File: config.mk
export PLATFORM = sky130hd
export DESIGN_NAME = reorder_buffer_flat
export DESIGN_NICKNAME = d
export VERILOG_FILES = /design/src/logic/rv32i_isa_pkg.sv /design/src/logic/ooo_core_pkg.sv /design/src/logic/ooo_core_if.sv /design/src/logic/reorder_buffer.sv /design/src/flat_wrapper.sv
export VERILOG_INCLUDE_DIRS = /design/src /design/src/logic
export SDC_FILE = /design/constraint.sdc
export NUM_CORES = 1
export LEC_CHECK = 0
export BUFFER_PORTS_ARGS = -buffer_cell sky130_fd_sc_hd__clkbuf_2
export CAP_MARGIN = 10
export CORE_ASPECT_RATIO = 0.9
export CORE_MARGIN = 8
export CORE_UTILIZATION = 53
export CTS_BUF_LIST = sky130_fd_sc_hd__clkbuf_16
export DETAILED_ROUTE_END_ITERATION = 12
export PLACE_DENSITY = 0.76
export SLEW_MARGIN = 10
export SYNTH_ARGS = -nofsm -noshare
export SYNTH_HDL_FRONTEND = slang
export SYNTH_SLANG_ARGS = --single-unit
File: constraint.sdc
create_clock -name clk -period 3 [get_ports clk]
set_input_delay 0.3 -clock clk [delete_from_list [all_inputs] [get_ports clk]]
set_output_delay 0.3 -clock clk [all_outputs]
set_load 0.01 [all_outputs]
File: src/logic/core_params.svh
`ifndef CORE_PARAMS_SVH
`define CORE_PARAMS_SVH

// datapath width
`define XLEN 32

// x0 to x31
`define NUM_ARCH_REGS 32

// power of two, so the ROB pointers wrap on their own
`define ROB_DEPTH 8

// identical integer ALU reservation slots
`define NUM_SLOTS 3

`endif

File: src/logic/rv32i_isa_pkg.sv
`include "core_params.svh"

package rv32i_isa_pkg;

    // the only major opcodes the core executes
    typedef enum logic [6:0] {
        op_lui = 7'b0110111,
        op_imm = 7'b0010011,
        op_reg = 7'b0110011
    } opcode_e;

    typedef enum logic [3:0] {
        alu_add,
        alu_sub,
        alu_sll,
        alu_slt,
        alu_sltu,
        alu_xor,
        alu_srl,
        alu_sra,
        alu_or,
        alu_and
    } alu_op_e;

    // imm_sel replaces rs2 by the immediate
    typedef struct packed {
        alu_op_e             op;
        logic [4:0]          rd;
        logic [4:0]          rs1;
        logic [4:0]          rs2;
        logic                use_rs1;
        logic                use_rs2;
        logic                imm_sel;
        logic [`XLEN-1:0]    imm;
    } decoded_inst_t;

endpackage

File: src/logic/ooo_core_pkg.sv
`include "core_params.svh"

package ooo_core_pkg;

    typedef logic [$clog2(`ROB_DEPTH)-1:0] rob_tag_t;

    // value is only meaningful once ready is set
    typedef struct packed {
        logic                ready;
        rob_tag_t            tag;
        logic [`XLEN-1:0]    value;
    } operand_t;

    typedef enum logic [1:0] {
        slot_idle,
        slot_wait_operands,
        slot_wait_bus
    } slot_state_e;

    // what a slot needs to run one instruction
    typedef struct packed {
        rv32i_isa_pkg::alu_op_e op;
        rob_tag_t               dest;
        operand_t               src1;
        operand_t               src2;
    } issue_packet_t;

endpackage

File: src/logic/ooo_core_if.sv
`include "core_params.svh"


// common data bus, one broadcast per cycle
interface cdb_if
    import ooo_core_pkg::*;
();
    logic             valid;
    rob_tag_t         tag;
    logic [`XLEN-1:0] value;

    modport drive (output valid, output tag, output value);
    modport listen (input valid, input tag, input value);
endinterface

// rename stage to ROB: allocation, source lookups and commit
interface rob_lookup_if
    import ooo_core_pkg::*;
();
    logic             alloc;
    logic [4:0]       alloc_rd;
    logic             full;
    rob_tag_t         tail_tag;
    rob_tag_t         src1_tag;
    rob_tag_t         src2_tag;
    logic             src1_done;
    logic             src2_done;
    logic [`XLEN-1:0] src1_value;
    logic [`XLEN-1:0] src2_value;
    logic             commit_valid;
    logic [4:0]       commit_rd;
    logic [`XLEN-1:0] commit_value;
    rob_tag_t         commit_tag;

    modport rename (
        output alloc, alloc_rd, src1_tag, src2_tag,
        input  full, tail_tag, src1_done, src2_done, src1_value, src2_value,
        input  commit_valid, commit_rd, commit_value, commit_tag
    );
    modport rob (
        input  alloc, alloc_rd, src1_tag, src2_tag,
        output full, tail_tag, src1_done, src2_done, src1_value, src2_value,
        output commit_valid, commit_rd, commit_value, commit_tag
    );
endinterface

File: src/logic/reorder_buffer.sv
`include "core_params.svh"

module reorder_buffer
    import ooo_core_pkg::*;
(
    input  logic             clk,
    input  logic             rst,
    cdb_if.listen            cdb,
    rob_lookup_if.rob        rob,
    output logic             commit_valid_o,
    output logic [4:0]       commit_rd_o,
    output logic [`XLEN-1:0] commit_data_o
);

    rob_tag_t                      head;
    rob_tag_t                      tail;
    rob_tag_t                      commit_tag;
    logic [$clog2(`ROB_DEPTH):0]   count;
    logic [`ROB_DEPTH-1:0]         done;
    logic [4:0]                    rd_mem    [`ROB_DEPTH];
    logic [`XLEN-1:0]              value_mem [`ROB_DEPTH];
    logic                          retire;

    // oldest entry leaves once its result is in
    assign retire = count != '0 && done[head];

    assign rob.full       = count == `ROB_DEPTH;
    assign rob.tail_tag   = tail;
    assign rob.src1_done  = done[rob.src1_tag];
    assign rob.src2_done  = done[rob.src2_tag];
    assign rob.src1_value = value_mem[rob.src1_tag];
    assign rob.src2_value = value_mem[rob.src2_tag];

    // the rename stage writes the arch file from the same commit
    assign rob.commit_valid = commit_valid_o;
    assign rob.commit_rd    = commit_rd_o;
    assign rob.commit_value = commit_data_o;
    assign rob.commit_tag   = commit_tag;

    always_ff @(posedge clk) begin
        if (rst) begin
            head           <= '0;
            tail           <= '0;
            count          <= '0;
            done           <= '0;
            commit_valid_o <= 1'b0;
        end else begin
            commit_valid_o <= retire;
            if (retire) begin
                head <= head + 1'b1;
            end
            if (rob.alloc) begin
                tail       <= tail + 1'b1;
                done[tail] <= 1'b0;
            end
            // the bus never carries the tag being allocated
            if (cdb.valid) begin
                done[cdb.tag] <= 1'b1;
            end
            count <= count + $bits(count)'(rob.alloc) - $bits(count)'(retire);
        end
    end

    always_ff @(posedge clk) begin
        if (rob.alloc) begin
            rd_mem[tail] <= rob.alloc_rd;
        end
        if (cdb.valid) begin
            value_mem[cdb.tag] <= cdb.value;
        end
        if (retire) begin
            commit_rd_o   <= rd_mem[head];
            commit_data_o <= value_mem[head];
            commit_tag    <= head;
        end
    end

endmodule

File: src/flat_wrapper.sv
// flat-port wrapper written by rule: the top's interface ports become plain ports
module reorder_buffer_flat import ooo_core_pkg::*;
  (clk, rst, commit_valid_o, commit_rd_o, commit_data_o, cdb_valid, cdb_tag, cdb_value, rob_alloc, rob_alloc_rd, rob_src1_tag, rob_src2_tag, rob_full, rob_tail_tag, rob_src1_done, rob_src2_done, rob_src1_value, rob_src2_value, rob_commit_valid, rob_commit_rd, rob_commit_value, rob_commit_tag);
  cdb_if cdb_i ();
  rob_lookup_if rob_i ();
  input  logic clk;
  input  logic rst;
  output logic commit_valid_o;
  output logic [4:0] commit_rd_o;
  output logic [`XLEN-1:0] commit_data_o;
  input wire logic [$bits(cdb_i.valid)-1:0] cdb_valid;
  input wire logic [$bits(cdb_i.tag)-1:0] cdb_tag;
  input wire logic [$bits(cdb_i.value)-1:0] cdb_value;
  input wire logic [$bits(rob_i.alloc)-1:0] rob_alloc;
  input wire logic [$bits(rob_i.alloc_rd)-1:0] rob_alloc_rd;
  input wire logic [$bits(rob_i.src1_tag)-1:0] rob_src1_tag;
  input wire logic [$bits(rob_i.src2_tag)-1:0] rob_src2_tag;
  output wire logic [$bits(rob_i.full)-1:0] rob_full;
  output wire logic [$bits(rob_i.tail_tag)-1:0] rob_tail_tag;
  output wire logic [$bits(rob_i.src1_done)-1:0] rob_src1_done;
  output wire logic [$bits(rob_i.src2_done)-1:0] rob_src2_done;
  output wire logic [$bits(rob_i.src1_value)-1:0] rob_src1_value;
  output wire logic [$bits(rob_i.src2_value)-1:0] rob_src2_value;
  output wire logic [$bits(rob_i.commit_valid)-1:0] rob_commit_valid;
  output wire logic [$bits(rob_i.commit_rd)-1:0] rob_commit_rd;
  output wire logic [$bits(rob_i.commit_value)-1:0] rob_commit_value;
  output wire logic [$bits(rob_i.commit_tag)-1:0] rob_commit_tag;
  assign cdb_i.valid = cdb_valid;
  assign cdb_i.tag = cdb_tag;
  assign cdb_i.value = cdb_value;
  assign rob_i.alloc = rob_alloc;
  assign rob_i.alloc_rd = rob_alloc_rd;
  assign rob_i.src1_tag = rob_src1_tag;
  assign rob_i.src2_tag = rob_src2_tag;
  assign rob_full = rob_i.full;
  assign rob_tail_tag = rob_i.tail_tag;
  assign rob_src1_done = rob_i.src1_done;
  assign rob_src2_done = rob_i.src2_done;
  assign rob_src1_value = rob_i.src1_value;
  assign rob_src2_value = rob_i.src2_value;
  assign rob_commit_valid = rob_i.commit_valid;
  assign rob_commit_rd = rob_i.commit_rd;
  assign rob_commit_value = rob_i.commit_value;
  assign rob_commit_tag = rob_i.commit_tag;
  reorder_buffer u_core (.clk(clk), .rst(rst), .cdb(cdb_i), .rob(rob_i), .commit_valid_o(commit_valid_o), .commit_rd_o(commit_rd_o), .commit_data_o(commit_data_o));
endmodule
==> summary.md <==
| Metric | Value |
|---|---|
| Initial core utilization | a little over half |
| CTS tree | done |
| CP max stage delay | between 0.5 and 0.6 ns |
| First-pass GRT wire length | roughly 64,000 um |
| Post-CTS Setup Bufs | 0 |
| Final std cells w/o fill | ~1.5k |
| Gpl congestion | between 0.7 and 0.8 |
| I/O pin count | ~200 |
| Largest area contributor in the netlist | edfxtp_1 |
| Initial antenna violation count | 7 |
| Status | finished, final reports clean |
| Die area | 39,100 um2 |
| Cell Pwr Density | 610 nW/um2 |
| Root Driver | clkbuf_16 |
| Worst EP required | roughly 3.4 ns |
| Ys Warns | 0 |
| CTS Buffer Depth | 3 |
| GRT Overall Usage | between 20% and 30% |
| Synthesis-to-layout area growth | 14.8% |
| Largest cells by area after synthesis | edfxtp_1 58%, mux4_2 27%, mux2_2 6.8% |
| DR vias/cell | between 6 and 7 |
| Worst-path cell with the longest stage delay | or4_4 |
| Antenna Nets Post-Route | 0 |
| Period utilisation layout | 87.6% |
| Via count | 9,599 |
| Critical path start-end classification | reg2reg |
| Remaining DRCs | 0 |
| Post-synthesis cell count | 872 |
| Core footprint | 32,700 um2 |
| Leak pwr | 6.81 nW |
| VDD IR max | 446 uV |
| Total CTS buffers | 39 |
| I/O Buffers | 198 |
| Die Span Y | approximately 190 um |
| Top_reg_cell synth | edfxtp_1 |
| Area share of the largest cell type after synthesis | between 50% and 60% |
| Final slew viol count | 0 |
| Row count | 63 |
| RSZ-0062 raised after global routing | no |
| Netlist cell types | 34 |
| # hold bufs at CTS | 0 |
| Final setup fails | 0 |
| Setup TNS | 0 ns |
| Hold Crit Class | in2reg |
| Share of layout cells above drive strength 1 | 56.7% |
| Worst Clk Skew | approximately 0.0094 ns |
| Most frequent CP cell | ha_1 |
| WP data arrival | 3.02 ns |
| Initial DRT Pass Iterations | 5 |
| CP cell instances | mux2i_1, a32o_1, or4_4, inv_4, ha_1, inv_1, ha_1, fa_1, nor2b_1 |
| Seq/Total Area, Yosys | between 50 and 60% |
| Fillers | approximately 2.2k |
| Min Tclk post-route | 2.63 ns |
| Top-count cell post-synth | edfxtp_1 |
| Inst Count DP | between 1k and 1.5k |
| Worst setup EP type | flip-flop |
| Post-synth ARST share | 0% |
| Worst relative slew slack | roughly 30% |
| Largest net degree at the start of global routing | 67 |
| Final WL | about 42,000 um |
| Syn_nets | ~930 |
| Starting DRT DRC Count | 662 |
| Critical Path Fanout Max | 16 |
| Clock insertion delay at the later pin of the skew report | 0.52 ns |
| Final HPWL DP | ~26,000 um |
| FMAX | 380 MHz |
| Post_cts resized | 0 |
| Clock Pin Slew Worst Setup and Hold Paths | around 0.060 ns |
| H-tree depth | 2 |
| Number of flops mapped to enable cells by yosys | roughly 340 |
| Chip Width | 207 um |
| Synth Register Bits | about 360 |
| Ant. Diodes | 0 |
| Most instantiated cells after synthesis | 336 x edfxtp_1, 206 x mux4_2, 105 x mux2_2 |
| Routed len/inst | between 20 and 30 um |
| Setup crit start kind | flip-flop |
| Final net count | between 1k and 1.5k |
| Post-Synthesis Cell Area | 17,500 um2 |
| Max-cap violations | 0 |
| Vias in the first global route | roughly 10k |
| Hold Violations, Final | 0 |
| Least-Margin Pin Slew | 1.06 ns |
| Number of clock sinks | approximately 360 |
| Mean area per synthesized cell | between 20 and 25 um2 |
| GR Overflow Total | 0 |
## where the power goes
part | total, mW | switching, mW | leakage (nW) | internal [mW]
clock | 4.43 | 1.84 | 0.616 | 2.59
sequential | 5.87 | 0.150 | 3.21 | 5.72
combinational | 1.96 | 0.976 | 2.98 | 0.982
total | 12.3 | 2.97 | 6.81 | 9.29
## through the flow
| step | instance area [um2] | hold slack [ns] | util, % | power [mW] | setup WS [ns] |
|---|---|---|---|---|---|
| floorplan | 17500 | 0.399 | - | 7.33 | 0.133 |
| global placement | 18900 | 0.506 | 57.7 | 7.91 | 0.423 |
| detailed placement | 18900 | 0.503 | 57.7 | 7.95 | 0.365 |
| CTS | 20100 | 0.0335 | 61.4 | 12.4 | 0.341 |
| global route | 20100 | 0.0494 | 61.4 | 12.7 | 0.191 |
| finish | 20100 | 0.0527 | 61.4 | 12.3 | 0.371 |
## final cells by class
cell class              count  area (um2)  share of cell area (%)
flip-flops and latches    355       10500                    52.2
multi-input cells         401        6460                    32.2
repair buffers            231        1360                    6.75
clock buffers              40        1000                    4.98
well taps                 422         528                    2.63
clock inverters            28         191                   0.953
inverters                  16        62.6                   0.312
## worst paths after layout
kind,from,endpoint,slack [ns],cells past startpoint
worst min-delay path,cdb_value[8],u_core.value_mem[3][8],0.05,1
worst max register to register,u_core.head[1],u_core.count[1],0.37,9
worst min register to register,u_core.done[7],u_core.done[7],0.51,2
worst max-delay path,u_core.head[1],u_core.count[1],0.37,9
## cell families (layout without fill, tap and decap cells)
family                     after synthesis  count (layout)  share of synthesized area [%]
and+or+nand+nor                         54              54                           1.52
DFF                                    355             355                           59.9
adders and majority gates                9               9                          0.687
AOI/OAI and AO/OA                       17              17                          0.572
muxes                                  317             317                           33.6
buffers and inverters                  116             315                           3.51
xor gates and xnor gates                 4               4                          0.200
## state kept, by name, indices dropped and copies added, names as in the netlist
register / cells
u_core.done: 8
u_core.commit_data_o: 32
u_core.head: 3
u_core.commit_rd_o: 5
u_core.rob.commit_tag: 3
u_core.count: 4
u_core.rob.tail_tag: 3
u_core.value_mem: 256
u_core.rd_mem: 40
u_core.commit_valid_o: 1
## worst max-delay path: cells and delay by family, from the launching register on
kind / cells / cell delay, ns
AND/OR/NAND/NOR: 2 / 0.69
multiplexers: 1 / 0.12
buffers and inverters: 2 / 0.13
AO/OA/AOI/OAI: 1 / 0.25
flip-flops: 1 / 0.48
adder cells (fa/ha/maj): 3 / 0.83
## layout by cell type, fill, tap and decap left out, drive strengths merged, types with 2 or more instances in the layout
| cell | instances |
|---|---|
| clkbuf | 234 |
| clkinv | 15 |
| and3 | 3 |
| nor3 | 3 |
| nor2 | 21 |
| buf | 37 |
| bufinv | 2 |
| a21oi | 10 |
| edfxtp | 336 |
| nor2b | 7 |
| mux2i | 5 |
| or4 | 2 |
| nand3 | 4 |
| nand2b | 4 |
| o21ai | 2 |
| ha | 8 |
| inv | 26 |
| mux4 | 206 |
| nand2 | 8 |
| xnor2 | 3 |
| dfxtp | 19 |
| mux2 | 106 |
## metal layers
layer / up-vias / track usage, % / wire (um)
met1: 5041 / 27.4 / 15800
met4: 14 / 4.97 / 737
met2: 449 / 37.2 / 21800
met3: 75 / 4.83 / 3550
li1: 4020 / - / -
met5: - / 0 / 89
(Power assumes the default switching activity.)
