[config.mk]
export PLATFORM = sky130hd
export DESIGN_NAME = cdb_arbiter_flat
export DESIGN_NICKNAME = d
export VERILOG_FILES = /design/src/logic/rv32i_isa_pkg.sv /design/src/logic/ooo_core_pkg.sv /design/src/logic/ooo_core_if.sv /design/src/logic/cdb_arbiter.sv /design/src/flat_wrapper.sv
export VERILOG_INCLUDE_DIRS = /design/src /design/src/logic
export SDC_FILE = /design/constraint.sdc
export NUM_CORES = 1
export LEC_CHECK = 0
export BUFFER_PORTS_ARGS = -buffer_cell sky130_fd_sc_hd__buf_4
export CAP_MARGIN = 0
export CORE_UTILIZATION = 30
export DETAILED_ROUTE_END_ITERATION = 8
export PLACE_DENSITY = 0.81
export SYNTH_ARGS = -nofsm -noshare
export SYNTH_HDL_FRONTEND = slang
export SYNTH_SLANG_ARGS = --single-unit
[constraint.sdc]
create_clock -name vclk -period 1.5
set_clock_uncertainty 0.15 [all_clocks]
set_input_delay 0.225 -clock vclk [all_inputs]
set_output_delay 0.225 -clock vclk [all_outputs]
set_load 0.02 [all_outputs]
[src/logic/core_params.svh]
`ifndef CORE_PARAMS_SVH
`define CORE_PARAMS_SVH

// datapath width
`define XLEN 32

// x0 to x31
`define NUM_ARCH_REGS 32

// power of two, so the ROB pointers wrap on their own
`define ROB_DEPTH 8

// identical integer ALU reservation slots
`define NUM_SLOTS 3

`endif

[src/logic/rv32i_isa_pkg.sv]
`include "core_params.svh"

package rv32i_isa_pkg;

    // the only major opcodes the core executes
    typedef enum logic [6:0] {
        op_lui = 7'b0110111,
        op_imm = 7'b0010011,
        op_reg = 7'b0110011
    } opcode_e;

    typedef enum logic [3:0] {
        alu_add,
        alu_sub,
        alu_sll,
        alu_slt,
        alu_sltu,
        alu_xor,
        alu_srl,
        alu_sra,
        alu_or,
        alu_and
    } alu_op_e;

    // imm_sel replaces rs2 by the immediate
    typedef struct packed {
        alu_op_e             op;
        logic [4:0]          rd;
        logic [4:0]          rs1;
        logic [4:0]          rs2;
        logic                use_rs1;
        logic                use_rs2;
        logic                imm_sel;
        logic [`XLEN-1:0]    imm;
    } decoded_inst_t;

endpackage

[src/logic/ooo_core_pkg.sv]
`include "core_params.svh"

package ooo_core_pkg;

    typedef logic [$clog2(`ROB_DEPTH)-1:0] rob_tag_t;

    // value is only meaningful once ready is set
    typedef struct packed {
        logic                ready;
        rob_tag_t            tag;
        logic [`XLEN-1:0]    value;
    } operand_t;

    typedef enum logic [1:0] {
        slot_idle,
        slot_wait_operands,
        slot_wait_bus
    } slot_state_e;

    // what a slot needs to run one instruction
    typedef struct packed {
        rv32i_isa_pkg::alu_op_e op;
        rob_tag_t               dest;
        operand_t               src1;
        operand_t               src2;
    } issue_packet_t;

endpackage

[src/logic/ooo_core_if.sv]
`include "core_params.svh"


// common data bus, one broadcast per cycle
interface cdb_if
    import ooo_core_pkg::*;
();
    logic             valid;
    rob_tag_t         tag;
    logic [`XLEN-1:0] value;

    modport drive (output valid, output tag, output value);
    modport listen (input valid, input tag, input value);
endinterface


[src/logic/cdb_arbiter.sv]
`include "core_params.svh"

module cdb_arbiter
    import ooo_core_pkg::*;
(
    input  logic [`NUM_SLOTS-1:0] req_i,
    input  rob_tag_t              tag_i    [`NUM_SLOTS],
    input  logic [`XLEN-1:0]      result_i [`NUM_SLOTS],
    output logic [`NUM_SLOTS-1:0] grant_o,
    cdb_if.drive                  cdb
);

    logic found;

    // fixed priority, slot 0 first
    always_comb begin
        found     = 1'b0;
        grant_o   = '0;
        cdb.valid = 1'b0;
        cdb.tag   = '0;
        cdb.value = '0;
        for (int i = 0; i < `NUM_SLOTS; i++) begin
            if (req_i[i] && !found) begin
                found      = 1'b1;
                grant_o[i] = 1'b1;
                cdb.valid  = 1'b1;
                cdb.tag    = tag_i[i];
                cdb.value  = result_i[i];
            end
        end
    end

endmodule

[src/flat_wrapper.sv]
// flat-port wrapper written by rule: the top's interface ports become plain ports
module cdb_arbiter_flat import ooo_core_pkg::*;
  (req_i, tag_i, result_i, grant_o, cdb_valid, cdb_tag, cdb_value);
  cdb_if cdb_i ();
  input  logic [`NUM_SLOTS-1:0] req_i;
  input  rob_tag_t tag_i[`NUM_SLOTS];
  input  logic [`XLEN-1:0] result_i[`NUM_SLOTS];
  output logic [`NUM_SLOTS-1:0] grant_o;
  output wire logic [$bits(cdb_i.valid)-1:0] cdb_valid;
  output wire logic [$bits(cdb_i.tag)-1:0] cdb_tag;
  output wire logic [$bits(cdb_i.value)-1:0] cdb_value;
  assign cdb_valid = cdb_i.valid;
  assign cdb_tag = cdb_i.tag;
  assign cdb_value = cdb_i.value;
  cdb_arbiter u_core (.req_i(req_i), .tag_i(tag_i), .result_i(result_i), .grant_o(grant_o), .cdb(cdb_i));
endmodule
==> results.json, run 1 <==
{
  "crit_family": "buffers and inverters",
  "endpoint_kind": "output pin",
  "syn2layout_area_growth_pct": 98.77,
  "setup-tns-final_ps": 0,
  "critPathLaunchType": "primary input",
  "gp_congestion": 0.7919,
  "die_w_um": 60.30,
  "nNetsFinal": 400,
  "slowest_delay_ps": 320,
  "yosysSeqAreaShare_pct": 0,
  "crit_required_ps": 1120,
  "min_period_ps": 1407,
  "netlist_instances": 164,
  "antenna_found_initial": 0,
  "core_mm2": 0.003128,
  "setup_ws_ps": 92.78,
  "rsz0062_at_grt": "no",
  "finalMaxSlewViolations": 0,
  "dp_cells": 334,
  "grt_max_degree": 75,
  "fin_util_pct": 64.80,
  "synth_cell_types": 8,
  "post_cts_buffers": 0,
  "fin_hold_ws_ps": 653.7,
  "setup_viol": 0,
  "maxCapViolations": 0,
  "synth_top_area_share_pct": 34.36,
  "crit_chain": "buf_4, nand3b_1, a21oi_1, buf_4",
  "pre_cts_slack_ps": -50.82,
  "dr.pass1.iters": 2,
  "die_height_um": 60.30,
  "cp_common_cell": "buf_4",
  "diodes": 0,
  "ant_nets": 0,
  "initial_utilization_pct": 32.60,
  "outcome": "finished clean",
  "via_per_inst": 4.793,
  "fin_area_mm2": 0.002027,
  "seq_cell_count": 0,
  "power_uw": 678.6,
  "slew_headroom_pct": 71.45,
  "syn_area_per_cell_um2": 6.218,
  "wire_per_inst_um": 11.93,
  "worst_path_max_delay_cell": "buf_4",
  "final_common_cell": "buf_4",
  "powerDensity_mw_per_mm2": 334.8,
  "pin_count": 147,
  "dp_hpwl_um": 2928,
  "clkbuf_count": 0,
  "first_global_vias": 1344,
  "hold_viol": 0,
  "worstPathBufferInverterCount": 2,
  "fmax_mhz": 710.6,
  "hold_path.class": "primary input to output pin",
  "die-area_mm2": 0.003636,
  "cp_max_fo": 37,
  "drt-total-wl_um": 3986,
  "drt-initial-drc-count": 82,
  "cts_resized": 2,
  "route.detailed.drc": 0,
  "synth_area_leaders": "a21oi_1, nand3b_1, nor2b_1",
  "criticalPathCategory": "primary input to output pin",
  "drive_gt1_share_pct": 51.03,
  "synth_nets": 272,
  "port_buffers": 147,
  "regArea_um2": 0,
  "ys.warnings.count": 0,
  "ir_drop_v": 0.0002721,
  "synth_top_area_cell": "a21oi_1",
  "grt_remaining_overflow": 0,
  "dpl_cell_area_mm2": 0.002016,
  "cp.arrival_ps": 1030,
  "synth_area_mm2": 0.001020,
  "instances_no_fill": 334,
  "worst_pin_slew_ps": 428.3,
  "post-route-period-util_pct": 93.81,
  "postCtsHoldBufs": 0,
  "num_rows": 20,
  "leakage_nw": 0.9505,
  "via_count": 1601,
  "final_cell_mix": "buf_4, a21oi_1, nor2b_1",
  "track_usage_pct": 19.48,
  "grt_pass1_wl_um": 5699
}
==> report_power, final <==
part	leakage [nW]	internal (mW)	switching [mW]	total (mW)
Combinational	0.951	0.376	0.303	0.679
Sequential	0	0	0	0
Clock	0	0	0	0
==> layout make-up <==
type,instances,area (um^2)
timing repair buffer,147,1115
fill,301,1101
multi-input combinational,143,857.1
tap,44,55.05
==> synthesized netlist by cell type <==
cell,instances
nor2b_1,36
or3_1,1
a21oi_1,70
nor3b_2,1
buf_2,7
buf_6,6
nand3b_1,35
buf_4,8
==> routing by layer <==
metal / GRT usage [%] / routed length, um / vias up
met5: 0 / 0 / -
met4: 3.987 / 80 / 0
met3: 4.329 / 485 / 8
met2: 37.05 / 1931 / 89
met1: 21.81 / 1489 / 671
li1: - / - / 833
==> worst paths after layout <==
path	endpoint	slack, ps	cells after the start	from
hold / removal	cdb_value[9]	650	4	result_i[73]
setup / recovery	cdb_value[28]	90	4	req_i[2]
==> worst min-delay path, stage by stage <==
cell	delay, ps
buf_4	70
nor2b_1	30
a21oi_1	100
buf_4	150
==> kinds of logic after synthesis <==
family	after synthesis	share of synthesized area, %
buf+inv	21	15.95
simple gates	73	49.69
compound gates	70	34.36
Power figures use the tool's default switching activity.
==> inputs of run 2 (changes only) <==
--- a/config.mk
+++ b/config.mk
@@ -12,4 +12,5 @@
 export DETAILED_ROUTE_END_ITERATION = 8
 export PLACE_DENSITY = 0.81
+export RECOVER_POWER = 25
 export SYNTH_ARGS = -nofsm -noshare
 export SYNTH_HDL_FRONTEND = slang
==> constraint.sdc (replaced) <==
create_clock -name vclk -period 1.5
set_clock_uncertainty 0.15 [all_clocks]
set_input_delay 0.225 -clock vclk [all_inputs]
set_output_delay 0.225 -clock vclk [all_outputs]
set_load 0.1 [all_outputs]
==> results.json, run 2 (synthesis results as in run 1) <==
{
  "outcome": "finished clean",
  "via_per_inst": 4.967,
  "slew_headroom_pct": 64.35,
  "final_common_cell": "buf_4",
  "drive_gt1_share_pct": 63.70,
  "instances_no_fill": 336,
  "antenna_found_initial": 0,
  "cp_max_fo": 37,
  "gp_congestion": 0.7441,
  "via_count": 1669,
  "setup_viol": 0,
  "port_buffers": 147,
  "dp_hpwl_um": 3319,
  "fin_area_mm2": 0.002517,
  "grt_max_degree": 75,
  "min_period_ps": 1471,
  "wire_per_inst_um": 13.54,
  "dpl_cell_area_mm2": 0.002439,
  "hold_path.class": "primary input to output pin",
  "nNetsFinal": 402,
  "fill_cells": 242,
  "dp_cells": 336,
  "clkbuf_count": 0,
  "dr.pass1.iters": 4,
  "endpoint_kind": "output pin",
  "rsz0062_at_grt": "no",
  "ant_nets": 0,
  "drt-total-wl_um": 4548,
  "die-area_mm2": 0.003636,
  "maxCapViolations": 0,
  "hold_viol": 0,
  "finalMaxSlewViolations": 0,
  "route.detailed.drc": 0,
  "post-route-period-util_pct": 98.05,
  "track_usage_pct": 20.45,
  "fin_util_pct": 80.48,
  "syn2layout_area_growth_pct": 146.9,
  "die_w_um": 60.30,
  "core_mm2": 0.003128,
  "regArea_um2": 0,
  "leakage_nw": 1.056,
  "fmax_mhz": 679.9,
  "crit_required_ps": 1120,
  "seq_cell_count": 0,
  "drt-initial-drc-count": 68,
  "worst_pin_slew_ps": 537.1,
  "criticalPathCategory": "primary input to output pin",
  "pin_count": 147,
  "num_rows": 20,
  "setup-tns-final_ps": 0,
  "grt_pass1_wl_um": 5934,
  "first_global_vias": 1398,
  "grt_remaining_overflow": 0,
  "ir_drop_v": 0.0004212,
  "final_cell_mix": "buf_4, nand3b_1, a21oi_1, nor2b_1, a21oi_4",
  "power_mw": 1.421,
  "die_height_um": 60.30,
  "powerDensity_mw_per_mm2": 564.6,
  "post_cts_buffers": 0,
  "critPathLaunchType": "primary input",
  "initial_utilization_pct": 32.60,
  "cp.arrival_ps": 1100,
  "diodes": 0
}
[run 2: cell types whose count changed in the layout (fill, tap and decap cells not counted), moves of 2 or more]
cell,before,now
buf_12,0,2
buf_6,1,15
a21oi_1,70,35
buf_4,145,129
a21oi_4,0,35
clkbuf_4,0,2
[run 2: area by class of cell]
class / instances / area [um^2] / share of cell area, %
Multi-Input combinational cell: 143 / 1265 / 50.25
Timing Repair Buffer: 149 / 1197 / 47.56
Tap cell: 44 / 55.05 / 2.187
[run 2: what timing repair did]
item / CTS / global route
gates resized for setup: 9 / 12
endpoints found under the setup margin: 39 / 12
hold buffers: 0 / 0
hold endpoints to repair: 0 / 0
[run 2: report_power, final]
group          total, mW  switching, mW  internal [mW]
Clock                  0              0              0
Sequential             0              0              0
Combinational       1.42          0.944          0.477
[run 2: critical path, cell delays in order]
cell and delay, ps:
buf_6 240, nand3b_1 170, a21oi_4 140, buf_4 300
[run 2: final timing paths]
| kind | start | end | slack (ps) | depth (start not counted) |
|---|---|---|---|---|
| worst min-delay path | tag_i[8] | cdb_tag[2] | 760 | 4 |
| worst max-delay path | req_i[2] | cdb_value[0] | 30 | 4 |
[run 2: per-layer routing]
| layer | routed length [um] | part of all wire, % | GRT usage, % | up-vias |
|---|---|---|---|---|
| met3 | 535 | 12 | 5.844 | 8 |
| met1 | 1636 | 36 | 21.56 | 730 |
| met4 | 81 | 1.8 | 3.322 | 0 |
| met5 | 0 | 0 | 0 | - |
| li1 | - | - | - | 840 |
| met2 | 2294 | 50 | 40.03 | 91 |
[run 2: through the flow]
stage                     hold slack [ps]  setup WS (ps)
after floorplan                     511.5         -183.0
after global placement              800.6         -270.9
after detailed placement            804.7         -267.6
after CTS                           747.0          20.21
after global routing                773.5         0.4600
final                               758.6          29.23
==> inputs of run 3 (changes only) <==
- CORE_ASPECT_RATIO: default -> 1.25
- RECOVER_POWER: 25 -> 50
==> results.json, run 3 (synthesis results as in run 1) <==
{
  "outcome": "finished clean",
  "route.detailed.drc": 0,
  "nNetsFinal": 407,
  "initial_utilization_pct": 31.64,
  "ir_drop_v": 0.0004707,
  "die_height_um": 67.19,
  "first_global_vias": 1581,
  "final_common_cell": "buf_4",
  "drive_gt1_share_pct": 65.66,
  "setup_viol": 0,
  "dp_hpwl_um": 3657,
  "drt-total-wl_um": 4562,
  "fin_util_pct": 81.09,
  "track_usage_pct": 22.37,
  "antenna_found_initial": 0,
  "ant_nets": 0,
  "critPathLaunchType": "primary input",
  "setup-tns-final_ps": 0,
  "seq_cell_count": 0,
  "cp.arrival_ps": 1110,
  "power_mw": 1.459,
  "hold_path.class": "primary input to output pin",
  "via_count": 1731,
  "min_path_cells": 2,
  "wire_per_inst_um": 13.66,
  "powerDensity_mw_per_mm2": 558.2,
  "postCtsHoldBufs": 0,
  "regArea_um2": 0,
  "worst_pin_slew_ps": 307.7,
  "worst_path_max_delay_cell": "or3_1",
  "grt_remaining_overflow": 0,
  "hold_viol": 0,
  "die_w_um": 54.15,
  "dpl_cell_area_mm2": 0.002492,
  "post-route-period-util_pct": 98.73,
  "drt-initial-drc-count": 28,
  "diodes": 0,
  "via_per_inst": 5.183,
  "hp-start": "req_i[0]",
  "cp_max_fo": 27,
  "rsz0062_at_grt": "yes",
  "maxCapViolations": 0,
  "instances_no_fill": 334,
  "dp_cells": 334,
  "fmax_mhz": 675.2,
  "gp_congestion": 0.7618,
  "finalMaxSlewViolations": 0,
  "crit_chain": "buf_4, buf_12, or3_1, buf_6",
  "clkbuf_count": 0,
  "criticalPathCategory": "primary input to output pin",
  "grt_max_degree": 74,
  "die-area_mm2": 0.003638,
  "holdPathEnd": "grant_o[0]",
  "startpoint": "req_i[0]",
  "grt_pass1_wl_um": 6306,
  "leakage_nw": 1.098,
  "slew_headroom_pct": 79.60,
  "core_mm2": 0.003223,
  "slowest_delay_ps": 360,
  "pin_count": 147,
  "post_cts_buffers": 0,
  "min_period_ps": 1481,
  "crit_required_ps": 1120,
  "final_cell_mix": "buf_4, nand3b_1, nor2b_1, a21oi_4, a21oi_1",
  "num_rows": 23,
  "fin_area_mm2": 0.002614,
  "dr.pass1.iters": 4,
  "syn2layout_area_growth_pct": 156.3,
  "endpoint_kind": "output pin",
  "port_buffers": 147
}
==> run 3: cell types whose count changed in the layout (fill, tap and decap cells not counted) <==
cell      change
buf_4         -5
buf_12        +1
clkbuf_2      -1
a21oi_2       +4
a21oi_1       -4
buf_6        +10
==> run 3: layout make-up <==
| class | count | area [um^2] |
|---|---|---|
| Multi-Input combinational cell | 143 | 1280 |
| Tap cell | 37 | 46.29 |
| Fill cell | 231 | 609.3 |
| Timing Repair Buffer | 154 | 1287 |
==> run 3: power breakdown <==
group          switching, mW  total (mW)  internal [mW]
clock network              0           0              0
registers                  0           0              0
logic                  0.952        1.46          0.507
total                  0.952        1.46          0.507
==> run 3: worst max path at each step <==
stage	end	cells after the start
finish	cdb_valid	4
global route	cdb_value[18]	4
CTS	cdb_valid	4
detailed placement	cdb_tag[1]	4
global placement	cdb_value[4]	4
floorplan	grant_o[2]	3
==> run 3: layer usage <==
metal	wire [um]	global-route usage (%)	up-vias
met5	0	0	-
met4	70	2.885	0
met3	449	5.856	8
met2	2553	45.12	86
met1	1489	22.13	790
li1	-	-	847
==> run 3: timing repair <==
item,in CTS,in global routing
endpoints found under the hold margin,0,0
gates resized for setup,9,23
endpoints found under the setup margin,38,22
==> run 3: critical path: cells and delay by family <==
family                 cells  cell delay, ps
buffers and inverters      3             510
and+or+nand+nor            1             360
==> run 3: per-stage QoR <==
stage	hold WS [ps]	setup slack, ps
after CTS	691.9	0.3200
after detailed placement	690.0	-279.4
after global routing	699.5	-27.70
after floorplan	511.5	-183.0
final	689.8	18.98
after global placement	692.4	-262.3
